[src/source/axi_types_pkg.sv]
package axi_types_pkg;

    localparam int ADDR_W = 32;
    localparam int DATA_W = 32;
    localparam int STRB_W = DATA_W / 8;     // one per byte
    localparam int LEN_W  = 4;              // beats = len + 1

    typedef logic [ADDR_W-1:0] addr_t;
    typedef logic [LEN_W-1:0]  len_t;
    typedef logic [DATA_W-1:0] data_t;
    typedef logic [STRB_W-1:0] strb_t;
    typedef logic [1:0]        resp_t;

    // write command
    typedef struct packed {
        addr_t addr;
        len_t  len;
    } aw_cmd_t;

    // one write beat
    typedef struct packed {
        data_t data;
        strb_t strb;
        logic  last;
    } w_beat_t;

    // write response, no id
    typedef struct packed {
        resp_t resp;
    } b_rsp_t;

endpackage
[src/source/router_cfg_pkg.sv]
package router_cfg_pkg;

    localparam int INPUTS  = 2;     // master ports
    localparam int OUTPUTS = 2;     // slave ports

    // order queue depth per port
    localparam int MOT = 4;

    typedef logic [$clog2(INPUTS)-1:0]  in_idx_t;
    typedef logic [$clog2(OUTPUTS)-1:0] out_idx_t;

    // hit when (addr & mask) == base
    // no hit at all goes to the last output
    localparam axi_types_pkg::addr_t BASES [OUTPUTS] = '{
        32'h0000_0000,
        32'h1000_0000
    };

    localparam axi_types_pkg::addr_t MASKS [OUTPUTS] = '{
        32'hF000_0000,
        32'hF000_0000
    };

endpackage

[src/source/axi_router_wr.sv]
module axi_router_wr (
    input  logic                                                 clk,
    input  logic                                                 arst_n,

    // masters
    input  axi_types_pkg::aw_cmd_t [router_cfg_pkg::INPUTS-1:0]  in_aw,
    input  logic [router_cfg_pkg::INPUTS-1:0]                    in_aw_valid,
    output logic [router_cfg_pkg::INPUTS-1:0]                    in_aw_ready,
    input  axi_types_pkg::w_beat_t [router_cfg_pkg::INPUTS-1:0]  in_w,
    input  logic [router_cfg_pkg::INPUTS-1:0]                    in_w_valid,
    output logic [router_cfg_pkg::INPUTS-1:0]                    in_w_ready,
    output axi_types_pkg::b_rsp_t [router_cfg_pkg::INPUTS-1:0]   in_b,
    output logic [router_cfg_pkg::INPUTS-1:0]                    in_b_valid,
    input  logic [router_cfg_pkg::INPUTS-1:0]                    in_b_ready,

    // slaves
    output axi_types_pkg::aw_cmd_t [router_cfg_pkg::OUTPUTS-1:0] out_aw,
    output logic [router_cfg_pkg::OUTPUTS-1:0]                   out_aw_valid,
    input  logic [router_cfg_pkg::OUTPUTS-1:0]                   out_aw_ready,
    output axi_types_pkg::w_beat_t [router_cfg_pkg::OUTPUTS-1:0] out_w,
    output logic [router_cfg_pkg::OUTPUTS-1:0]                   out_w_valid,
    input  logic [router_cfg_pkg::OUTPUTS-1:0]                   out_w_ready,
    input  axi_types_pkg::b_rsp_t [router_cfg_pkg::OUTPUTS-1:0]  out_b,
    input  logic [router_cfg_pkg::OUTPUTS-1:0]                   out_b_valid,
    output logic [router_cfg_pkg::OUTPUTS-1:0]                   out_b_ready
);
    import axi_types_pkg::*;
    import router_cfg_pkg::*;

    logic                                   cmd_push;
    in_idx_t                                cmd_in;
    out_idx_t                               cmd_out;
    logic [INPUTS-1:0]                      w_full_src;
    logic [OUTPUTS-1:0]                     w_full_snk;
    logic [OUTPUTS-1:0]                     b_full_src;
    logic [INPUTS-1:0]                      b_full_snk;
    logic [INPUTS-1:0][DATA_W+STRB_W-1:0]   w_src_data;  // {strb, data}
    logic [INPUTS-1:0]                      w_src_last;
    logic [OUTPUTS-1:0][DATA_W+STRB_W-1:0]  w_snk_data;
    logic [OUTPUTS-1:0]                     w_snk_last;

    router_command u_command (
        .clk          (clk),
        .arst_n       (arst_n),
        .in_aw        (in_aw),
        .in_aw_valid  (in_aw_valid),
        .in_aw_ready  (in_aw_ready),
        .out_aw       (out_aw),
        .out_aw_valid (out_aw_valid),
        .out_aw_ready (out_aw_ready),
        .full_in      (w_full_src | b_full_snk),
        .full_out     (w_full_snk | b_full_src),
        .cmd_push     (cmd_push),
        .cmd_in       (cmd_in),
        .cmd_out      (cmd_out)
    );

    for (genvar j = 0; j < INPUTS; j++) begin : g_w_in
        assign w_src_data[j] = {in_w[j].strb, in_w[j].data};
        assign w_src_last[j] = in_w[j].last;
    end

    for (genvar k = 0; k < OUTPUTS; k++) begin : g_w_out
        assign {out_w[k].strb, out_w[k].data} = w_snk_data[k];
        assign out_w[k].last                  = w_snk_last[k];
    end

    // write data, masters to slaves
    router_channel #(
        .WIDTH     (DATA_W + STRB_W),
        .SOURCES   (INPUTS),
        .SINKS     (OUTPUTS),
        .BURST     (1)
    ) u_w_channel (
        .clk       (clk),
        .arst_n    (arst_n),
        .cmd_push  (cmd_push),
        .cmd_src   (cmd_in),
        .cmd_snk   (cmd_out),
        .full_src  (w_full_src),
        .full_snk  (w_full_snk),
        .src_data  (w_src_data),
        .src_last  (w_src_last),
        .src_valid (in_w_valid),
        .src_ready (in_w_ready),
        .snk_data  (w_snk_data),
        .snk_last  (w_snk_last),
        .snk_valid (out_w_valid),
        .snk_ready (out_w_ready)
    );

    // responses, slaves back to masters
    router_channel #(
        .WIDTH     ($bits(b_rsp_t)),
        .SOURCES   (OUTPUTS),
        .SINKS     (INPUTS),
        .BURST     (0)
    ) u_b_channel (
        .clk       (clk),
        .arst_n    (arst_n),
        .cmd_push  (cmd_push),
        .cmd_src   (cmd_out),
        .cmd_snk   (cmd_in),
        .full_src  (b_full_src),
        .full_snk  (b_full_snk),
        .src_data  (out_b),
        .src_last  ('1),
        .src_valid (out_b_valid),
        .src_ready (out_b_ready),
        .snk_data  (in_b),
        .snk_last  (),
        .snk_valid (in_b_valid),
        .snk_ready (in_b_ready)
    );

endmodule

[src/source/router_command.sv]
module router_command (
    input  logic                                                clk,
    input  logic                                                arst_n,
    input  axi_types_pkg::aw_cmd_t [router_cfg_pkg::INPUTS-1:0]  in_aw,
    input  logic [router_cfg_pkg::INPUTS-1:0]                   in_aw_valid,
    output logic [router_cfg_pkg::INPUTS-1:0]                   in_aw_ready,
    output axi_types_pkg::aw_cmd_t [router_cfg_pkg::OUTPUTS-1:0] out_aw,
    output logic [router_cfg_pkg::OUTPUTS-1:0]                  out_aw_valid,
    input  logic [router_cfg_pkg::OUTPUTS-1:0]                  out_aw_ready,
    input  logic [router_cfg_pkg::INPUTS-1:0]                   full_in,
    input  logic [router_cfg_pkg::OUTPUTS-1:0]                  full_out,
    output logic                                                cmd_push,
    output router_cfg_pkg::in_idx_t                             cmd_in,
    output router_cfg_pkg::out_idx_t                            cmd_out
);
    import axi_types_pkg::*;
    import router_cfg_pkg::*;

    typedef enum logic {
        ST_IDLE,
        ST_HOLD
    } state_t;

    state_t                  state;
    in_idx_t                 rr_ptr;        // last winner
    in_idx_t                 grant_idx;
    logic                    grant_found;
    out_idx_t [INPUTS-1:0]   dec_out;
    logic [INPUTS-1:0]       blocked;
    aw_cmd_t                 hold_aw;
    out_idx_t                hold_out;
    logic                    draining;
    logic                    can_accept;
    logic                    accept;

    // lowest matching window wins
    function automatic out_idx_t decode(addr_t addr);
        out_idx_t sel;
        sel = out_idx_t'(OUTPUTS - 1);
        for (int k = OUTPUTS - 1; k >= 0; k--) begin
            if ((addr & MASKS[k]) == BASES[k]) begin
                sel = out_idx_t'(k);
            end
        end
        return sel;
    endfunction

    always_comb begin
        for (int j = 0; j < INPUTS; j++) begin
            dec_out[j] = decode(in_aw[j].addr);
            blocked[j] = full_in[j] | full_out[dec_out[j]];   // either channel full
        end
    end

    // round robin, search starts after the last winner
    always_comb begin : arb
        in_idx_t cand;
        grant_found = 1'b0;
        grant_idx   = rr_ptr;
        cand        = rr_ptr;
        for (int i = 1; i <= INPUTS; i++) begin
            cand = in_idx_t'((int'(rr_ptr) + i) % INPUTS);
            if (!grant_found && in_aw_valid[cand] && !blocked[cand]) begin
                grant_found = 1'b1;
                grant_idx   = cand;
            end
        end
    end

    assign draining   = (state == ST_HOLD) && out_aw_ready[hold_out];
    assign can_accept = (state == ST_IDLE) || draining;

    always_comb begin
        for (int j = 0; j < INPUTS; j++) begin
            in_aw_ready[j] = can_accept && !blocked[j]
                             && (!grant_found || grant_idx == in_idx_t'(j));
        end
    end

    assign accept   = |(in_aw_valid & in_aw_ready);
    assign cmd_push = accept;
    assign cmd_in   = grant_idx;
    assign cmd_out  = dec_out[grant_idx];

    always_ff @(posedge clk or negedge arst_n) begin
        if (!arst_n) begin
            state    <= ST_IDLE;
            rr_ptr   <= in_idx_t'(INPUTS - 1);    // input 0 goes first
            hold_out <= '0;
        end else if (accept) begin
            state    <= ST_HOLD;
            rr_ptr   <= grant_idx;
            hold_out <= cmd_out;
        end else if (draining) begin
            state <= ST_IDLE;
        end
    end

    always_ff @(posedge clk) begin
        if (accept) begin
            hold_aw <= in_aw[grant_idx];
        end
    end

    always_comb begin
        for (int k = 0; k < OUTPUTS; k++) begin
            out_aw[k]       = hold_aw;        // only the valid one matters
            out_aw_valid[k] = (state == ST_HOLD) && (hold_out == out_idx_t'(k));
        end
    end

    // at most one input wins per cycle
    a_grant_onehot: assert property (@(posedge clk) disable iff (!arst_n)
        $onehot0(in_aw_valid & in_aw_ready))
        else $error("router_command: more than one input accepted");

    // a master keeps a stalled command in place
    for (genvar j = 0; j < INPUTS; j++) begin : g_in_hold
        a_in_aw_hold: assert property (@(posedge clk) disable iff (!arst_n)
            in_aw_valid[j] && !in_aw_ready[j] |=> in_aw_valid[j] && $stable(in_aw[j]))
            else $error("router_command: input %0d dropped a stalled command", j);
    end

endmodule

[src/source/router_channel.sv]
module router_channel #(
    parameter int WIDTH   = 8,      // payload bits
    parameter int SOURCES = 2,
    parameter int SINKS   = 2,
    parameter int BURST   = 1       // 0: every beat is final
) (
    input  logic                           clk,
    input  logic                           arst_n,
    input  logic                           cmd_push,
    input  logic [$clog2(SOURCES)-1:0]     cmd_src,
    input  logic [$clog2(SINKS)-1:0]       cmd_snk,
    output logic [SOURCES-1:0]             full_src,
    output logic [SINKS-1:0]               full_snk,
    input  logic [SOURCES-1:0][WIDTH-1:0]  src_data,
    input  logic [SOURCES-1:0]             src_last,
    input  logic [SOURCES-1:0]             src_valid,
    output logic [SOURCES-1:0]             src_ready,
    output logic [SINKS-1:0][WIDTH-1:0]    snk_data,
    output logic [SINKS-1:0]               snk_last,
    output logic [SINKS-1:0]               snk_valid,
    input  logic [SINKS-1:0]               snk_ready
);
    typedef logic [$clog2(SOURCES)-1:0] src_idx_t;
    typedef logic [$clog2(SINKS)-1:0]   snk_idx_t;

    snk_idx_t [SOURCES-1:0] src_head;      // sink each source feeds next
    src_idx_t [SINKS-1:0]   snk_head;      // source each sink waits on
    logic [SOURCES-1:0]     src_empty;
    logic [SOURCES-1:0]     src_match;
    logic [SOURCES-1:0]     src_final;
    logic [SOURCES-1:0]     src_pop;
    logic [SINKS-1:0]       snk_empty;
    logic [SINKS-1:0]       snk_match;
    logic [SINKS-1:0]       snk_pop;

    for (genvar s = 0; s < SOURCES; s++) begin : g_src_q
        route_fifo #(
            .WIDTH     ($bits(snk_idx_t))
        ) u_src_q (
            .clk       (clk),
            .arst_n    (arst_n),
            .push      (cmd_push && (cmd_src == src_idx_t'(s))),
            .push_data (cmd_snk),
            .pop       (src_pop[s]),
            .head      (src_head[s]),
            .full      (full_src[s]),
            .empty     (src_empty[s])
        );
    end

    for (genvar k = 0; k < SINKS; k++) begin : g_snk_q
        route_fifo #(
            .WIDTH     ($bits(src_idx_t))
        ) u_snk_q (
            .clk       (clk),
            .arst_n    (arst_n),
            .push      (cmd_push && (cmd_snk == snk_idx_t'(k))),
            .push_data (cmd_src),
            .pop       (snk_pop[k]),
            .head      (snk_head[k]),
            .full      (full_snk[k]),
            .empty     (snk_empty[k])
        );
    end

    assign src_final = (BURST != 0) ? src_last : '1;

    // source side, both heads must name each other
    always_comb begin
        for (int s = 0; s < SOURCES; s++) begin
            src_match[s] = !src_empty[s] && !snk_empty[src_head[s]]
                           && (snk_head[src_head[s]] == src_idx_t'(s));
            src_ready[s] = src_match[s] && snk_ready[src_head[s]];
            src_pop[s]   = src_valid[s] && src_ready[s] && src_final[s];
        end
    end

    // sink side, same pairing seen from the other end
    always_comb begin
        for (int k = 0; k < SINKS; k++) begin
            snk_match[k] = !snk_empty[k] && !src_empty[snk_head[k]]
                           && (src_head[snk_head[k]] == snk_idx_t'(k));
            snk_valid[k] = snk_match[k] && src_valid[snk_head[k]];
            snk_data[k]  = src_data[snk_head[k]];
            snk_last[k]  = src_final[snk_head[k]];
            snk_pop[k]   = snk_valid[k] && snk_ready[k] && snk_last[k];
        end
    end

    // a beat may only show up once its command has been routed
    a_src_queued: assert property (@(posedge clk) disable iff (!arst_n)
        (src_valid & src_empty) == '0)
        else $error("router_channel: source valid without a queued command");

endmodule

[src/source/route_fifo.sv]
module route_fifo #(
    parameter int WIDTH = $bits(router_cfg_pkg::out_idx_t)
) (
    input  logic             clk,
    input  logic             arst_n,
    input  logic             push,
    input  logic [WIDTH-1:0] push_data,
    input  logic             pop,
    output logic [WIDTH-1:0] head,
    output logic             full,
    output logic             empty
);
    import router_cfg_pkg::*;

    typedef logic [$clog2(MOT)-1:0]   ptr_t;
    typedef logic [$clog2(MOT+1)-1:0] cnt_t;

    logic [WIDTH-1:0] mem [MOT];
    ptr_t             wr_ptr;
    ptr_t             rd_ptr;
    cnt_t             count;

    assign head  = mem[rd_ptr];
    assign full  = (count == cnt_t'(MOT));
    assign empty = (count == '0);

    always_ff @(posedge clk or negedge arst_n) begin
        if (!arst_n) begin
            wr_ptr <= '0;
            rd_ptr <= '0;
            count  <= '0;
        end else begin
            if (push) begin
                wr_ptr <= (wr_ptr == ptr_t'(MOT - 1)) ? '0 : wr_ptr + 1'b1;
            end
            if (pop) begin
                rd_ptr <= (rd_ptr == ptr_t'(MOT - 1)) ? '0 : rd_ptr + 1'b1;
            end
            count <= count + cnt_t'(push) - cnt_t'(pop);
        end
    end

    always_ff @(posedge clk) begin
        if (push) begin
            mem[wr_ptr] <= push_data;
        end
    end

    // command side must hold off on full, channel side never pops ahead
    a_no_overflow: assert property (@(posedge clk) disable iff (!arst_n) push |-> !full)
        else $error("route_fifo: push while full");
    a_no_underflow: assert property (@(posedge clk) disable iff (!arst_n) pop |-> !empty)
        else $error("route_fifo: pop while empty");

endmodule

[config.mk]
export PLATFORM = sky130hd
export DESIGN_NAME = axi_router_wr
export DESIGN_NICKNAME = d
export VERILOG_FILES = /design/src/source/axi_types_pkg.sv /design/src/source/router_cfg_pkg.sv /design/src/source/axi_router_wr.sv /design/src/source/router_command.sv /design/src/source/router_channel.sv /design/src/source/route_fifo.sv
export SDC_FILE = /design/constraint.sdc
export NUM_CORES = 1
export LEC_CHECK = 0
export BUFFER_PORTS_ARGS = -buffer_cell sky130_fd_sc_hd__buf_2
export CAP_MARGIN = 20
export CORE_MARGIN = 2
export CORE_UTILIZATION = 41
export DETAILED_ROUTE_END_ITERATION = 8
export GPL_TIMING_DRIVEN = 0
export HOLD_SLACK_MARGIN = 0.02
export PLACE_DENSITY = 0.7
export SETUP_SLACK_MARGIN = 0.15
export SYNTH_ARGS = -nofsm -noshare
export SYNTH_HDL_FRONTEND = slang
export SYNTH_SLANG_ARGS = --single-unit
[constraint.sdc]
create_clock -name clk -period 5.9 [get_ports clk]
set_input_delay 0.885 -clock clk [delete_from_list [all_inputs] [get_ports clk]]
set_output_delay 0.885 -clock clk [all_outputs]
set_load 0.05 [all_outputs]
==> summary.txt <==
outcome -> completed
Worst Path Buf+Inv -> 5
post-CTS setup buffer count -> 0
Startpoint Class -> input pin
Worst Path Max Fanout -> 10
final core occ -> 0.558
share of layout cells above drive strength 1 -> 0.561
CP max-delay cell -> nor4_4
clk slew on worst S/H paths -> 0.06 ns
Area after DPL -> 9910 um2
Post-synth EDFFs -> 68
CTS tree -> done
crit path kind -> in2reg
Clk Latency, worst-skew pair -> 0.42 ns
Critical Path, Cell by Cell -> buf_2 > or4_4 > a221oi_4 > nor2_2 > nor4_4 > buf_4 > inv_1 > ha_1 > inv_1 > ha_1 > inv_1 > fa_1 > xnor2_1 > xnor2_1
Worst setup EP type -> flop
delay-heaviest family, CP -> simple AND/OR/NAND/NOR gates
final setup fails -> 0
CP max stage delay -> 0.63 ns
Chip Height -> 143 um
max cap viols -> 0
Worst Path Arrival -> 4.22 ns
Rows -> 50
Final HPWL DP -> 20000 um
Clock Skews -> 0.00781 ns
YS warnings -> 0
cell count after synthesis -> 641
Root Buffer -> clkbuf_16
cell area after layout -> 10500 um2
clk sinks -> 127
routability congestion estimate -> 0.959
hold endpoint -> u_w_channel.g_snk_q[1].u_snk_q.count[0]
vias in the first global route -> 6027
Layout area overhead -> 32.4%
post-CTS sizing -> 0
Metal-1 WL -> 9840 um
Yosys top cell area share -> 0.257
final std cells w/o fill -> 1263
min-delay src -> u_w_channel.g_snk_q[1].u_snk_q.count[0]
dpl cells -> 1226
largest net degree at the start of global routing -> 60
cell area after synthesis -> 7960 um2
First-pass DRT Iterations -> 6
reg-to-reg endpoint -> u_w_channel.g_src_q[1].u_src_q.count[2]
r2r startpoint -> u_b_channel.g_src_q[1].u_src_q.count[1]
starting density of the core -> 0.421
fin. max-slew vios -> 0
Seq/Total Area, Yosys -> 0.442
register-to-register setup slack -> 2.37 ns
DRC viols -> 0
Detailed Route Iter0 Violations -> 284
first-pass GRT wire length -> 34800 um
final wirelength -> 24900 um
Bufs on Longest Clock Path -> 2
most frequent cells in the layout -> 325 x buf_2, 131 x mux2_2, 68 x edfxtp_1, 58 x dfrtp_1
Ports -> 326
post-route clock period utilization -> 0.658
minimum clock period -> 3.88 ns
Routed met3 length -> 1590 um
Hold WC Path Type -> reg2reg
WP data required -> 6.24 ns
core box area -> 18900 um2
Max Clock Freq -> 258 MHz
fin nets -> 1214
flops & latches, synth -> 127
commonest non-fill, non-tap cell in the layout -> buf_2
CTS Hold Buffers Added -> 0
total grt overflow -> 0
die area -> 20500 um2
DR WL met2 -> 12600 um
largest area contributor in the netlist -> edfxtp_1
Top FF cell, synth -> edfxtp_1
Max Used Layer -> met5
Die X -> 143 um
post-route ant nets -> 0
cts bufs inserted -> 17
DR WL/cell -> 19.7 um
PortBufs -> 325
vias -> 6320
H-tree levels -> 4
TNS Setup -> 0 ns
post-synth net total -> 869
most used cell, CP -> inv_1
WHS Path Cells -> 1
syn avg cell area -> 12.4 um2
Worst slew margin -> 0.382
unrepaired setup endpoints after global routing -> no
worst reg-to-reg path cell count -> 13
Worst-Margin Slew -> 0.927 ns
GRT Total Usage -> 0.231
vias per std cell -> 5.00
final hold vios -> 0
antenna violations before repair -> 5
Post-synth ARST share -> 0.465
ranking of synthesized cells by area -> edfxtp_1 26%, mux2_2 19%, dfrtp_1 18%
Cell variety after synth -> 53
## through the flow
stage | setup WS (ns) | hold slack (ns)
finish | 2.02 | 0.520
global route | 1.73 | 0.549
CTS | 1.92 | 0.520
detailed placement | 1.48 | 0.506
global placement | 1.58 | 0.502
floorplan | 2.00 | 0.481
## worst max-delay path by stage
| stage | from | to | depth (start not counted) |
|---|---|---|---|
| 6_report | in_aw[69] | u_w_channel.g_src_q[1].u_src_q.count[2] | 14 |
| 5_1_grt | in_aw[69] | u_w_channel.g_src_q[0].u_src_q.count[2] | 12 |
| 4_1_cts | in_aw[69] | u_w_channel.g_src_q[0].u_src_q.count[2] | 12 |
| 3_5_place_dp | in_aw[69] | u_w_channel.g_src_q[0].u_src_q.count[2] | 12 |
| 3_3_place_gp | in_aw[69] | u_w_channel.g_src_q[0].u_src_q.count[2] | 12 |
| 2_1_floorplan | in_aw[33] | in_aw_ready[0] | 4 |
## final cells by class
type	instances	area (um2)
multi-input cells	402	3840
clock inverters	15	184
repair buffers	326	1640
inverters	56	210
well taps	260	325
plain buffers	56	392
flip-flops and latches	127	3520
clock buffers	17	425
diodes	4	10.0
fillers	1702	8350
## Yosys cell counts, drive strengths merged (8+ instances only)
library cell / number
mux2: 137
edfxtp: 68
dfrtp: 58
ha: 56
inv: 56
buf: 49
nor2: 30
nor3b: 21
and2: 18
nand2: 16
xnor2: 13
o22ai: 12
nor3: 10
o21ai: 10
fa: 8
mux4: 8
## cells by family after synthesis
logic type      Yosys count  synth area share
compound gates           52            0.0501
xor+xnor                 16            0.0176
fa+ha+maj                64             0.108
buf+inv                 112            0.0756
flops                   127             0.442
mux                     148             0.220
simple gates            122            0.0861
## sequential cells by signal, summed over array words and instances, names as in the netlist, 4 cells and up
| signal | flops |
|---|---|
| u_b_channel.g_snk_q.u_snk_q.count | 6 |
| u_b_channel.g_src_q.u_src_q.count | 6 |
| u_b_channel.g_src_q.u_src_q.wr_ptr | 4 |
| u_w_channel.g_src_q.u_src_q.count | 6 |
| u_w_channel.g_snk_q.u_snk_q.rd_ptr | 4 |
| u_w_channel.g_src_q.u_src_q.mem | 8 |
| u_b_channel.g_snk_q.u_snk_q.wr_ptr | 4 |
| u_b_channel.g_snk_q.u_snk_q.mem | 8 |
| u_w_channel.g_src_q.u_src_q.wr_ptr | 4 |
| u_w_channel.g_snk_q.u_snk_q.count | 6 |
| u_b_channel.g_src_q.u_src_q.mem | 8 |
| u_w_channel.g_snk_q.u_snk_q.mem | 8 |
| u_w_channel.g_src_q.u_src_q.rd_ptr | 4 |
| u_b_channel.g_snk_q.u_snk_q.rd_ptr | 4 |
| u_command.out_aw | 36 |
| u_b_channel.g_src_q.u_src_q.rd_ptr | 4 |
| u_w_channel.g_snk_q.u_snk_q.wr_ptr | 4 |
## metal layers
layer	up-vias	global-route usage
met4	2	0.123
li1	2963	-
met5	-	0
met3	51	0.0593
met2	224	0.389
met1	3080	0.273
Power is left out: the tool's default activity adds up to more than one toggle a clock period on the data nets, which glitch-free logic cannot reach.
